[src/common/scaler_defines.svh]
`ifndef SCALER_DEFINES_SVH
`define SCALER_DEFINES_SVH

// source image, both sizes even so each bank holds a full quarter
`define SRC_ROWS 8
`define SRC_COLS 12

// destination frame
`define DST_ROWS 15
`define DST_COLS 12

`define FRAC_BITS 8   // scale and weight fraction
`define PIX_W 8
`define COORD_W 16
`define SCALE_W 24

// one bank stores (SRC_ROWS/2)*(SRC_COLS/2) words
`define BANK_AW $clog2((`SRC_ROWS / 2) * (`SRC_COLS / 2))

`define MEM_LAT 2     // address to data, in cycles

`endif

[src/common/scaler_pkg.sv]
`include "scaler_defines.svh"

package scaler_pkg;

	typedef logic [`PIX_W-1:0] pixel_t;

	// integer row or column index
	typedef logic [`COORD_W-1:0] coord_t;

	// source step per destination pixel, FRAC_BITS fraction bits
	typedef logic [`SCALE_W-1:0] scale_t;

	typedef logic [`FRAC_BITS-1:0] frac_t;       // blend weight
	typedef logic [`BANK_AW-1:0] bank_addr_t;    // word address in one bank

	// weighted product or sum of two pixels
	typedef logic [`PIX_W+`FRAC_BITS:0] blend_t;

	typedef enum logic {
		SCAN_IDLE,
		SCAN_RUN
	} scan_state_t;

endpackage

[src/coord_gen/pixel_scan.sv]
`timescale 1ns/100ps
`include "scaler_defines.svh"

module pixel_scan (
	input  logic               clk,
	input  logic               rst,
	input  logic               start,
	output logic               step,
	output scaler_pkg::coord_t dst_row,
	output scaler_pkg::coord_t dst_col,
	output logic               last
);
	import scaler_pkg::*;

	scan_state_t state;
	logic        start_d;      // start level of the previous cycle
	logic        start_edge;
	logic        col_end;
	logic        row_end;

	assign start_edge = start & ~start_d;
	assign col_end    = (dst_col == coord_t'(`DST_COLS - 1));
	assign row_end    = (dst_row == coord_t'(`DST_ROWS - 1));

	// one pixel per cycle for the whole frame
	assign step = (state == SCAN_RUN);
	assign last = step & row_end & col_end;

	always_ff @(posedge clk)
	begin
		if (rst)
			start_d <= 1'b0;
		else
			start_d <= start;
	end

	always_ff @(posedge clk)
	begin
		if (rst)
		begin
			state   <= SCAN_IDLE;
			dst_row <= '0;
			dst_col <= '0;
		end
		else
		begin
			case (state)
				SCAN_IDLE:
				begin
					if (start_edge)       // edges while running are dropped
						state <= SCAN_RUN;
				end
				SCAN_RUN:
				begin
					if (col_end)
					begin
						dst_col <= '0;
						dst_row <= row_end ? '0 : dst_row + 1'b1;
					end
					else
					begin
						dst_col <= dst_col + 1'b1;
					end
					if (row_end && col_end)
						state <= SCAN_IDLE;   // counters are already back at 0,0
				end
				default:
				begin
					state <= SCAN_IDLE;
				end
			endcase
		end
	end

endmodule

[src/coord_gen/neighbor_addr.sv]
`timescale 1ns/100ps
`include "scaler_defines.svh"

module neighbor_addr (
	input  logic                   clk,
	input  logic                   rst,
	input  logic                   step,
	input  scaler_pkg::coord_t     dst_row,
	input  scaler_pkg::coord_t     dst_col,
	input  logic                   last,
	input  scaler_pkg::scale_t     scale_row,
	input  scaler_pkg::scale_t     scale_col,
	output logic                   bank_rd_en,
	output scaler_pkg::bank_addr_t bank_addr_ee,
	output scaler_pkg::bank_addr_t bank_addr_eo,
	output scaler_pkg::bank_addr_t bank_addr_oe,
	output scaler_pkg::bank_addr_t bank_addr_oo,
	output scaler_pkg::frac_t      row_frac,
	output scaler_pkg::frac_t      col_frac,
	output logic                   row_par,
	output logic                   col_par,
	output logic                   row_clamp,
	output logic                   col_clamp,
	output logic                   tag_last
);
	import scaler_pkg::*;

	localparam int PROD_W = `COORD_W + `SCALE_W;

	logic [PROD_W-1:0] row_prod;
	logic [PROD_W-1:0] col_prod;
	coord_t            r0;
	coord_t            r1;
	coord_t            c0;
	coord_t            c1;
	logic              r_clamp;
	logic              c_clamp;
	coord_t            row_ev;
	coord_t            row_od;
	coord_t            col_ev;
	coord_t            col_od;
	logic              row_ev_use;
	logic              col_ev_use;

	// word address inside a parity bank or 0 for an unread bank
	function automatic bank_addr_t word_addr(input coord_t r, input coord_t c, input logic used);
		coord_t lin;
		lin = (r >> 1) * coord_t'(`SRC_COLS / 2) + (c >> 1);
		return used ? bank_addr_t'(lin) : '0;
	endfunction

	assign row_prod = dst_row * scale_row;
	assign col_prod = dst_col * scale_col;
	assign r0       = row_prod[`FRAC_BITS +: `COORD_W];   // integer part
	assign c0       = col_prod[`FRAC_BITS +: `COORD_W];

	assign r_clamp = (r0 == coord_t'(`SRC_ROWS - 1));
	assign c_clamp = (c0 == coord_t'(`SRC_COLS - 1));
	assign r1      = r_clamp ? r0 : r0 + 1'b1;
	assign c1      = c_clamp ? c0 : c0 + 1'b1;

	// unclamped pairs always straddle both parities
	assign row_ev     = r0[0] ? r1 : r0;
	assign row_od     = r0[0] ? r0 : r1;
	assign col_ev     = c0[0] ? c1 : c0;
	assign col_od     = c0[0] ? c0 : c1;

	// the clamped index is odd so a clamp only ever drops an even bank
	assign row_ev_use = ~r0[0] | ~r_clamp;
	assign col_ev_use = ~c0[0] | ~c_clamp;

	always_ff @(posedge clk)
	begin
		if (rst)
		begin
			bank_rd_en <= 1'b0;
			tag_last   <= 1'b0;
		end
		else
		begin
			bank_rd_en <= step;
			tag_last   <= last;
		end
	end

	always_ff @(posedge clk)
	begin
		bank_addr_ee <= word_addr(row_ev, col_ev, row_ev_use & col_ev_use);
		bank_addr_eo <= word_addr(row_ev, col_od, row_ev_use);
		bank_addr_oe <= word_addr(row_od, col_ev, col_ev_use);
		bank_addr_oo <= word_addr(row_od, col_od, 1'b1);
		row_frac     <= row_prod[`FRAC_BITS-1:0];
		col_frac     <= col_prod[`FRAC_BITS-1:0];
		row_par      <= r0[0];     // parity of the top-left neighbour
		col_par      <= c0[0];
		row_clamp    <= r_clamp;
		col_clamp    <= c_clamp;
	end

endmodule

[src/hdl/tap_delay.sv]
`timescale 1ns/100ps
`include "scaler_defines.svh"

module tap_delay (
	input  logic              clk,
	input  logic              rst,
	input  logic              rd_en,
	input  scaler_pkg::frac_t row_frac,
	input  scaler_pkg::frac_t col_frac,
	input  logic              row_par,
	input  logic              col_par,
	input  logic              row_clamp,
	input  logic              col_clamp,
	input  logic              last,
	output logic              rd_en_dly,
	output scaler_pkg::frac_t row_frac_dly,
	output scaler_pkg::frac_t col_frac_dly,
	output logic              row_par_dly,
	output logic              col_par_dly,
	output logic              row_clamp_dly,
	output logic              col_clamp_dly,
	output logic              last_dly
);
	localparam int DATA_W = 2 * `FRAC_BITS + 4;

	logic [1:0]        ctl_sr  [`MEM_LAT];   // {rd_en, last} per stage
	logic [DATA_W-1:0] data_sr [`MEM_LAT];   // fractions, parities, clamps

	always_ff @(posedge clk)
	begin
		if (rst)
		begin
			for (int i = 0; i < `MEM_LAT; i++)
				ctl_sr[i] <= 2'b00;
		end
		else
		begin
			ctl_sr[0] <= {rd_en, last};
			for (int i = 1; i < `MEM_LAT; i++)
				ctl_sr[i] <= ctl_sr[i-1];
		end
	end

	always_ff @(posedge clk)
	begin
		data_sr[0] <= {row_frac, col_frac, row_par, col_par, row_clamp, col_clamp};
		for (int i = 1; i < `MEM_LAT; i++)
			data_sr[i] <= data_sr[i-1];
	end

	// last stage lines up with the bank data of the same pixel
	assign {rd_en_dly, last_dly} = ctl_sr[`MEM_LAT-1];
	assign {row_frac_dly, col_frac_dly, row_par_dly, col_par_dly,
		row_clamp_dly, col_clamp_dly} = data_sr[`MEM_LAT-1];

endmodule

[src/interp/bilinear_interp.sv]
`timescale 1ns/100ps
`include "scaler_defines.svh"

module bilinear_interp (
	input  logic               clk,
	input  logic               rst,
	input  scaler_pkg::pixel_t bank_data_ee,
	input  scaler_pkg::pixel_t bank_data_eo,
	input  scaler_pkg::pixel_t bank_data_oe,
	input  scaler_pkg::pixel_t bank_data_oo,
	input  logic               rd_en,
	input  scaler_pkg::frac_t  row_frac,
	input  scaler_pkg::frac_t  col_frac,
	input  logic               row_par,
	input  logic               col_par,
	input  logic               row_clamp,
	input  logic               col_clamp,
	input  logic               last,
	output scaler_pkg::pixel_t pix,
	output logic               pix_valid,
	output logic               finish
);
	import scaler_pkg::*;

	pixel_t bank_word [4];   // indexed by {row parity, col parity}
	logic   bot_par;
	logic   right_par;

	pixel_t nb_a;            // top-left
	pixel_t nb_b;            // top-right
	pixel_t nb_c;            // bottom-left
	pixel_t nb_d;            // bottom-right
	frac_t  row_frac_s1;
	frac_t  col_frac_s1;
	logic   valid_s1;
	logic   last_s1;

	pixel_t left_s2;
	pixel_t right_s2;
	frac_t  col_frac_s2;
	logic   valid_s2;
	logic   last_s2;

	logic   last_s3;

	// (S-f)*p0 + f*p1, scaled back to a pixel
	function automatic pixel_t blend(input pixel_t p0, input pixel_t p1, input frac_t f);
		logic [`FRAC_BITS:0] w0;
		blend_t              acc;
		w0  = {1'b1, {`FRAC_BITS{1'b0}}} - f;
		acc = w0 * p0 + f * p1;
		return pixel_t'(acc >> `FRAC_BITS);
	endfunction

	assign bank_word[0] = bank_data_ee;
	assign bank_word[1] = bank_data_eo;
	assign bank_word[2] = bank_data_oe;
	assign bank_word[3] = bank_data_oo;

	// a clamped side reuses the top or left bank
	assign bot_par   = row_clamp ? row_par : ~row_par;
	assign right_par = col_clamp ? col_par : ~col_par;

	always_ff @(posedge clk)
	begin
		nb_a        <= bank_word[{row_par, col_par}];
		nb_b        <= bank_word[{row_par, right_par}];
		nb_c        <= bank_word[{bot_par, col_par}];
		nb_d        <= bank_word[{bot_par, right_par}];
		row_frac_s1 <= row_frac;
		col_frac_s1 <= col_frac;

		left_s2     <= blend(nb_a, nb_c, row_frac_s1);   // vertical pass
		right_s2    <= blend(nb_b, nb_d, row_frac_s1);
		col_frac_s2 <= col_frac_s1;

		pix         <= blend(left_s2, right_s2, col_frac_s2);
	end

	always_ff @(posedge clk)
	begin
		if (rst)
		begin
			valid_s1  <= 1'b0;
			last_s1   <= 1'b0;
			valid_s2  <= 1'b0;
			last_s2   <= 1'b0;
			pix_valid <= 1'b0;
			last_s3   <= 1'b0;
			finish    <= 1'b0;
		end
		else
		begin
			valid_s1  <= rd_en;
			last_s1   <= rd_en & last;
			valid_s2  <= valid_s1;
			last_s2   <= last_s1;
			pix_valid <= valid_s2;
			last_s3   <= last_s2;
			finish    <= last_s3;    // cycle after the final pixel
		end
	end

endmodule

[src/hdl/scaler_top.sv]
`timescale 1ns/100ps
`include "scaler_defines.svh"

module scaler_top (
	input  logic                   clk,
	input  logic                   rst,
	input  logic                   start,
	input  scaler_pkg::scale_t     scale_row,
	input  scaler_pkg::scale_t     scale_col,
	input  scaler_pkg::pixel_t     bank_data_ee,
	input  scaler_pkg::pixel_t     bank_data_eo,
	input  scaler_pkg::pixel_t     bank_data_oe,
	input  scaler_pkg::pixel_t     bank_data_oo,
	output logic                   bank_rd_en,
	output scaler_pkg::bank_addr_t bank_addr_ee,
	output scaler_pkg::bank_addr_t bank_addr_eo,
	output scaler_pkg::bank_addr_t bank_addr_oe,
	output scaler_pkg::bank_addr_t bank_addr_oo,
	output scaler_pkg::pixel_t     pix,
	output logic                   pix_valid,
	output logic                   finish
);
	import scaler_pkg::*;

	logic   step;
	coord_t dst_row;
	coord_t dst_col;
	logic   scan_last;

	// per-pixel control leaving the address stage
	frac_t  row_frac;
	frac_t  col_frac;
	logic   row_par;
	logic   col_par;
	logic   row_clamp;
	logic   col_clamp;
	logic   tag_last;

	// same control, aligned with the returning bank data
	logic   rd_en_dly;
	frac_t  row_frac_dly;
	frac_t  col_frac_dly;
	logic   row_par_dly;
	logic   col_par_dly;
	logic   row_clamp_dly;
	logic   col_clamp_dly;
	logic   last_dly;

	pixel_scan i_pixel_scan (
		.clk     (clk),
		.rst     (rst),
		.start   (start),
		.step    (step),
		.dst_row (dst_row),
		.dst_col (dst_col),
		.last    (scan_last)
	);

	neighbor_addr i_neighbor_addr (
		.clk          (clk),
		.rst          (rst),
		.step         (step),
		.dst_row      (dst_row),
		.dst_col      (dst_col),
		.last         (scan_last),
		.scale_row    (scale_row),
		.scale_col    (scale_col),
		.bank_rd_en   (bank_rd_en),
		.bank_addr_ee (bank_addr_ee),
		.bank_addr_eo (bank_addr_eo),
		.bank_addr_oe (bank_addr_oe),
		.bank_addr_oo (bank_addr_oo),
		.row_frac     (row_frac),
		.col_frac     (col_frac),
		.row_par      (row_par),
		.col_par      (col_par),
		.row_clamp    (row_clamp),
		.col_clamp    (col_clamp),
		.tag_last     (tag_last)
	);

	tap_delay i_tap_delay (
		.clk           (clk),
		.rst           (rst),
		.rd_en         (bank_rd_en),
		.row_frac      (row_frac),
		.col_frac      (col_frac),
		.row_par       (row_par),
		.col_par       (col_par),
		.row_clamp     (row_clamp),
		.col_clamp     (col_clamp),
		.last          (tag_last),
		.rd_en_dly     (rd_en_dly),
		.row_frac_dly  (row_frac_dly),
		.col_frac_dly  (col_frac_dly),
		.row_par_dly   (row_par_dly),
		.col_par_dly   (col_par_dly),
		.row_clamp_dly (row_clamp_dly),
		.col_clamp_dly (col_clamp_dly),
		.last_dly      (last_dly)
	);

	bilinear_interp i_bilinear_interp (
		.clk          (clk),
		.rst          (rst),
		.bank_data_ee (bank_data_ee),
		.bank_data_eo (bank_data_eo),
		.bank_data_oe (bank_data_oe),
		.bank_data_oo (bank_data_oo),
		.rd_en        (rd_en_dly),
		.row_frac     (row_frac_dly),
		.col_frac     (col_frac_dly),
		.row_par      (row_par_dly),
		.col_par      (col_par_dly),
		.row_clamp    (row_clamp_dly),
		.col_clamp    (col_clamp_dly),
		.last         (last_dly),
		.pix          (pix),
		.pix_valid    (pix_valid),
		.finish       (finish)
	);

endmodule

[config.mk]
export PLATFORM = sky130hd
export DESIGN_NAME = scaler_top
export DESIGN_NICKNAME = d
export VERILOG_FILES = /design/src/common/scaler_pkg.sv /design/src/coord_gen/pixel_scan.sv /design/src/coord_gen/neighbor_addr.sv /design/src/hdl/tap_delay.sv /design/src/interp/bilinear_interp.sv /design/src/hdl/scaler_top.sv
export VERILOG_INCLUDE_DIRS = /design/src /design/src/common
export SDC_FILE = /design/constraint.sdc
export NUM_CORES = 2
export LEC_CHECK = 0
export ABC_AREA = 1
export BUFFER_PORTS_ARGS = -buffer_cell sky130_fd_sc_hd__buf_4
export CORE_ASPECT_RATIO = 0.6
export CORE_MARGIN = 3
export CORE_UTILIZATION = 37
export DETAILED_ROUTE_END_ITERATION = 12
export GPL_TIMING_DRIVEN = 0
export SYNTH_ARGS = -nofsm -noshare
export SYNTH_HDL_FRONTEND = slang
export SYNTH_SLANG_ARGS = --single-unit
[constraint.sdc]
create_clock -name clk -period 21.4 [get_ports clk]
set_clock_uncertainty 0.05 [all_clocks]
set_input_delay 1.07 -clock clk [delete_from_list [all_inputs] [get_ports clk]]
set_output_delay 1.07 -clock clk [all_outputs]
set_load 0.05 [all_outputs]
**Word level (Yosys, flattened, before mapping)**

Memory sizes are Yosys's and may differ from the RTL's.
Index checks and enable logic that the tools add are counted.

- Add/subtract/negate cells: 13
- Multiply operators: 10
- Order comparisons: 4
- Eq/ne operators: 4
- Mux-type cells: 30
- Bitwise logic cells: 21
- Reductions and logical operators: 2

Operators by type and width:

| cell | number |
|---|---|
| $mux W16 | 5 |
| $bmux W8 S2 | 4 |
| $mux W8 | 8 |
| $add A16 B1 Y16 const B | 3 |
| $add A16 B16 Y16 | 3 |
| $eq A16 B4 Y1 const B | 3 |
| $mul A16 B24 Y24 | 2 |
| $mul A8 B8 Y16 | 3 |
| $mul A9 B8 Y16 | 3 |
| $mul A15 B2 Y4 const B | 2 |
| $add A5 B5 Y5 | 4 |
| $mux W6 | 3 |
| $sub A9 B8 Y9 const A | 2 |
| $eq A16 B3 Y1 const B | 1 |
| $ge A3 B3 Y1 const B | 4 |
| $not A2 Y3 | 4 |
| $not A1 Y1 | 8 |
| $mux W1 | 7 |
| $add A6 B1 Y6 const B | 1 |
| $and A1 B1 Y1 | 5 |
| $mux W2 | 2 |
| $or A1 B1 Y1 | 4 |
| $pmux W1 S2 | 1 |
| $reduce_and A2 Y1 | 1 |
| $logic_and A1 B1 Y1 | 1 |

- Register bits after elaboration: 163
- Bits in writable memories: 44
- Memories: 2

Memories:

| name | depth | bits a word | rd ports | clocked after memory_dff | wr ports | line | text |
|---|---|---|---|---|---|---|---|
| i_tap_delay.data_sr | 2 | 20 | 2 | 0 | 2 | tap_delay.sv:27 | `` logic [DATA_W-1:0] data_sr [`MEM_LAT]; `` |
| i_tap_delay.ctl_sr | 2 | 2 | 2 | 0 | 2 | tap_delay.sv:26 | `` logic [1:0] ctl_sr [`MEM_LAT]; `` |

**Longest topological paths before layout**

An unclocked memory read counts as a cell.

- Depth after elaboration: 7
- Mapped depth: 44
- Mapped depth without buffers: 42

**By module**

From an unflattened synthesis, not the netlist that was laid out.

- Cells, all modules: 5114
- Area total of the unflattened synthesis: 38144.1 sq um

By module, submodules not included:

| module | instances | cells each | area each (sq um) |
|---|---|---|---|
| neighbor_addr | 1 | 2417 | 18052.3 |
| bilinear_interp | 1 | 2322 | 17127.7 |
| pixel_scan | 1 | 307 | 1933.1 |
| tap_delay | 1 | 68 | 1031.0 |

**Worst setup path before layout**

No wires, ideal clock.

- Path type: in2reg
- From: input port scale_row[6]
- To: register i_neighbor_addr.bank_addr_ee[4]
- Arrival: 8.137 ns
- Setup slack: 13.099 ns
- Stages: 37
- Buffers on the path: 2
- Path through: clkbuf_1 > clkbuf_1 > nand2_1 > fa_1 > fa_1 > inv_1 > ha_1 > inv_1 > fa_1 > fa_1 > inv_1 > fa_1 > ha_1 > nand2_2 > inv_1 > nand2_1 > nand2_1 > xor2_1 > ha_1 > nand3_4 > nor2_2 > nand3_1 > nor2_1 > nand3_1 > nor2_2 > nand2_1 > mux2_2 > inv_1 > o21ai_0 > ha_1 > fa_1 > ha_1 > a21oi_1 > nand3b_1 > nand2_1 > nor2_1 > nor2_2

- Word-level cells in the longest chain between the ends: 6

Ends and longest elaborated chain:

| element | line | text |
|---|---|---|
| from (decl) | scaler_top.sv:8 | `input scaler_pkg::scale_t scale_row,` |
| $mul A16 B24 Y24 (*) | neighbor_addr.sv:52 | `assign row_prod = dst_row * scale_row;` |
| $add A16 B1 Y16 / $eq A16 B3 Y1 (equally long branches) | neighbor_addr.sv:59, neighbor_addr.sv:57 |  |
| $mux W16 | neighbor_addr.sv:59 | `assign r1 = r_clamp ? r0 : r0 + 1'b1;` |
| $mux W16 | neighbor_addr.sv:63 | `assign row_ev = r0[0] ? r1 : r0;` |
| $mul A15 B2 Y4 | neighbor_addr.sv:48 | `` lin = (r >> 1) * coord_t'(`SRC_COLS / 2) + (c >> 1); `` |
| $add A5 B5 Y5 | neighbor_addr.sv:48 |  |
| to (signal assigned) | neighbor_addr.sv:88 | `bank_addr_ee <= word_addr(row_ev, col_ev, row_ev_use & col_ev_use);` |
| to (decl) | neighbor_addr.sv:14 | `output scaler_pkg::bank_addr_t bank_addr_ee,` |

Mark *: on every way between the ends. The rest lies on a longest branch, timed or not.
A chain may end at the register's enable or synchronous reset.

**Worst setup path after layout**

- From: register i_pixel_scan.dst_row[7]
- To: register i_neighbor_addr.bank_addr_eo[4]

- Word-level cells in the longest chain between the ends: 6

Ends and longest elaborated chain:

| element | line | text |
|---|---|---|
| from (decl) | pixel_scan.sv:9 | `output scaler_pkg::coord_t dst_row,` |
| from (signal assigned) | pixel_scan.sv:58 | `dst_row <= row_end ? '0 : dst_row + 1'b1;` |
| $mul A16 B24 Y24 (*) | neighbor_addr.sv:52 |  |
| $add A16 B1 Y16 / $eq A16 B3 Y1 (equally long branches) | neighbor_addr.sv:59, neighbor_addr.sv:57 |  |
| $mux W16 | neighbor_addr.sv:59 |  |
| $mux W16 | neighbor_addr.sv:63 |  |
| $mul A15 B2 Y4 | neighbor_addr.sv:48 |  |
| $add A5 B5 Y5 | neighbor_addr.sv:48 |  |
| to (signal assigned) | neighbor_addr.sv:89 | `bank_addr_eo <= word_addr(row_ev, col_od, row_ev_use);` |
| to (decl) | neighbor_addr.sv:15 | `output scaler_pkg::bank_addr_t bank_addr_eo,` |

Marks and branches as above.

==> impl_metrics.toml <==
[run_status]
status = "finished, final reports clean"

[floorplanning]
die_area_mm2 = 0.1031
rows = 88
die_y_um = 249.9
design.core.area_mm2 = 0.09722
top_level_ports = 114
die_w_um = 412.5
initial_core_util = 0.3773

[synth]
async_flop_share = 0
syn_inst = 4750
netlist_area_mm2 = 0.03668
yosysSeqAreaShare = 0.1130
synthFlopType = "dfxtp_1"
ys_types = 54
avgSynthCellArea_um2 = 7.722
yosysWarnings = 0
yosys_register_bits = 207
synth_edf_count = 0
synth_nets = 5838

[job]
maxCapViolCount = 0

[clock_tree]
cts_tree = "built"
post_cts_buffers = 0
numCtsBuffers = 24
hold_buffers = 0
cts_resized = 0
clock_path_buffers = 3
path_clk_slew_ns = 0.06
cts_max_level = 1
cts.sinks = 207
cts-root-buf = "clkbuf_16"
clk_latency_ns = 0.57

[power_and_ir_drop]
power_density_mw_per_mm2 = 67.09
p_total_mw = 2.674
p_leak_nw = 21.40
peakVddDrop_mv = 0.1724

[critical_path]
cpLargestDelayFamily = "adder cells"
cp_common_cell = "fa_1"
worst-path-buf-inv = 4
criticalPathCategory = "flop to flop"
cp_slowest_cell = "clkbuf_1"
cp-start-kind = "flop"
worst_ep_arrival_time_ns = 9.98
end_kind = "flop"
required_ns = 21.77
startpoint = "i_pixel_scan.dst_row[7]"
slowest_delay_ns = 0.62
r2r-start = "i_pixel_scan.dst_row[7]"
crit_fanout = 10

[sta]
max_slew_margin = 0.3761
slew_violations = 0
setup_tns_ns = 0
hold_slack_ns = 0.2621
setup_viol = 0
hold_violations = 0
max_freq_mhz = 104.0
worst_pin_slew_ns = 0.9324
period_share = 0.4494
fin_crit_ns = 9.617
rsz0062_at_grt = "false"

[cells_and_area]
finalNetCount = 5953
final_cell_mix = "inv_1 (1413), nand2_1 (1238), fa_1 (690)"
layout_commonest_cell = "inv_1"
final_area_mm2 = 0.03985
drive_gt1_frac = 0.04239
antenna_cells = 0
syn_to_final_growth_pct = 8.644

[worst_hold_path]
hold_path.startpoint = "i_bilinear_interp.col_frac_s1[0]"
hp-class = "flop to flop"

[route]
wire_per_inst_um = 15.86
vias = 28390
post-route-drc-count = 0
drt_wl_total_mm = 98.15
vias_per_cell = 4.588
antenna_left = 0
drtIter0Drc = 2270
dr.pass1.iters = 5

[grt]
grt_pass1_wl_mm = 159.7
grt_overflow_total = 0
track_usage = 0.1965
grt_pass1_vias = 29077
grt_max_degree = 16
grt_antenna_before_repair = 0

[placement]
placed_area_mm2 = 0.03898
gp_congestion = 0.9282
dpl.hpwl_mm = 84.39
port_buffers = 89
-- synthesized netlist by cell type, types with 3 or more instances --
master	n	area share
a21oi_1	80	0.011
a21o_1	6	0.0012
or2_2	9	0.0015
inv_1	1413	0.14
dfxtp_1	207	0.11
o31ai_1	4	0.00082
xnor2_1	47	0.011
nand2_2	8	0.0014
nand2_1	1238	0.13
nor3b_1	6	0.0012
nand3_2	7	0.0019
a31oi_1	3	0.00051
nand4_1	22	0.0038
nand3_1	83	0.011
clkbuf_1	153	0.016
nor3_2	3	0.00082
clkbuf_2	4	0.00055
o21bai_1	5	0.0010
nor2_2	7	0.0012
xor2_1	69	0.016
a21oi_2	3	0.00072
nor2_1	154	0.016
o21ai_0	91	0.012
nor4_1	8	0.0014
nand3b_1	13	0.0027
buf_2	17	0.0023
nor3_1	24	0.0033
buf_1	24	0.0025
ha_1	315	0.11
fa_1	690	0.38
inv_2	3	0.00031
-- state kept, by name (all words and copies together), names as in the netlist, 8 cells and up --
name / cells
i_bilinear_interp.nb_a: 8
i_tap_delay.data_sr: 40
i_pixel_scan.dst_row: 16
i_bilinear_interp.nb_d: 8
i_bilinear_interp.right_s2: 8
i_pixel_scan.dst_col: 16
i_bilinear_interp.pix: 8
i_bilinear_interp.col_frac_s1: 8
i_bilinear_interp.nb_c: 8
i_bilinear_interp.left_s2: 8
i_neighbor_addr.row_frac: 8
i_bilinear_interp.row_frac_s1: 8
i_bilinear_interp.col_frac_s2: 8
i_bilinear_interp.nb_b: 8
i_neighbor_addr.col_frac: 8
-- layer usage --
layer	up-vias	share of wire	track usage
met3	62	0.11	0.06418
met1	13711	0.48	0.2991
met5	-	0	0
met4	0	0.013	0.02748
li1	13698	-	-
met2	919	0.39	0.2731
-- cell type report --
cell class	instances	area [um^2]
tap	1305	1633
inverter	1417	5319
sequential	207	4144
fill	9899	57370
clock inverter	16	224.0
timing repair buffer	89	668.1
clock buffer	28	645.6
buffer	198	769.5
multi-input combinational	2928	26450
-- worst paths after layout --
path	end	slack (ns)	cells past startpoint
min	i_bilinear_interp.col_frac_s2[0]	0.26	0
max	i_neighbor_addr.bank_addr_eo[4]	11.78	29
max reg2reg	i_neighbor_addr.bank_addr_eo[4]	11.78	29
min reg2reg	i_bilinear_interp.col_frac_s2[0]	0.26	0
-- stage by stage --
step             util  cells  setup slack [ns]
2_1_floorplan       -   4750             13.10
3_3_place_gp   0.4009   6144             11.39
3_5_place_dp   0.4009   6144             11.45
4_1_cts        0.4099   6188             11.90
5_1_grt        0.4099   6188             11.35
6_report       0.4099   6188             11.78
-- cell families after synthesis --
family          share of synthesized area
mux                             0.0003070
flops                              0.1130
simple gates                       0.1770
buf+inv                            0.1660
xor+xnor                          0.02859
fa+ha+maj                          0.4841
compound gates                    0.03111
-- power by group --
part / internal, mW / leakage (nW) / switching [mW]
Combinational: 0.676 / 19.3 / 1.06
Sequential: 0.461 / 1.70 / 0.0271
Clock: 0.259 / 0.416 / 0.193
Total: 1.40 / 21.4 / 1.28
(Power assumes the default switching activity.)
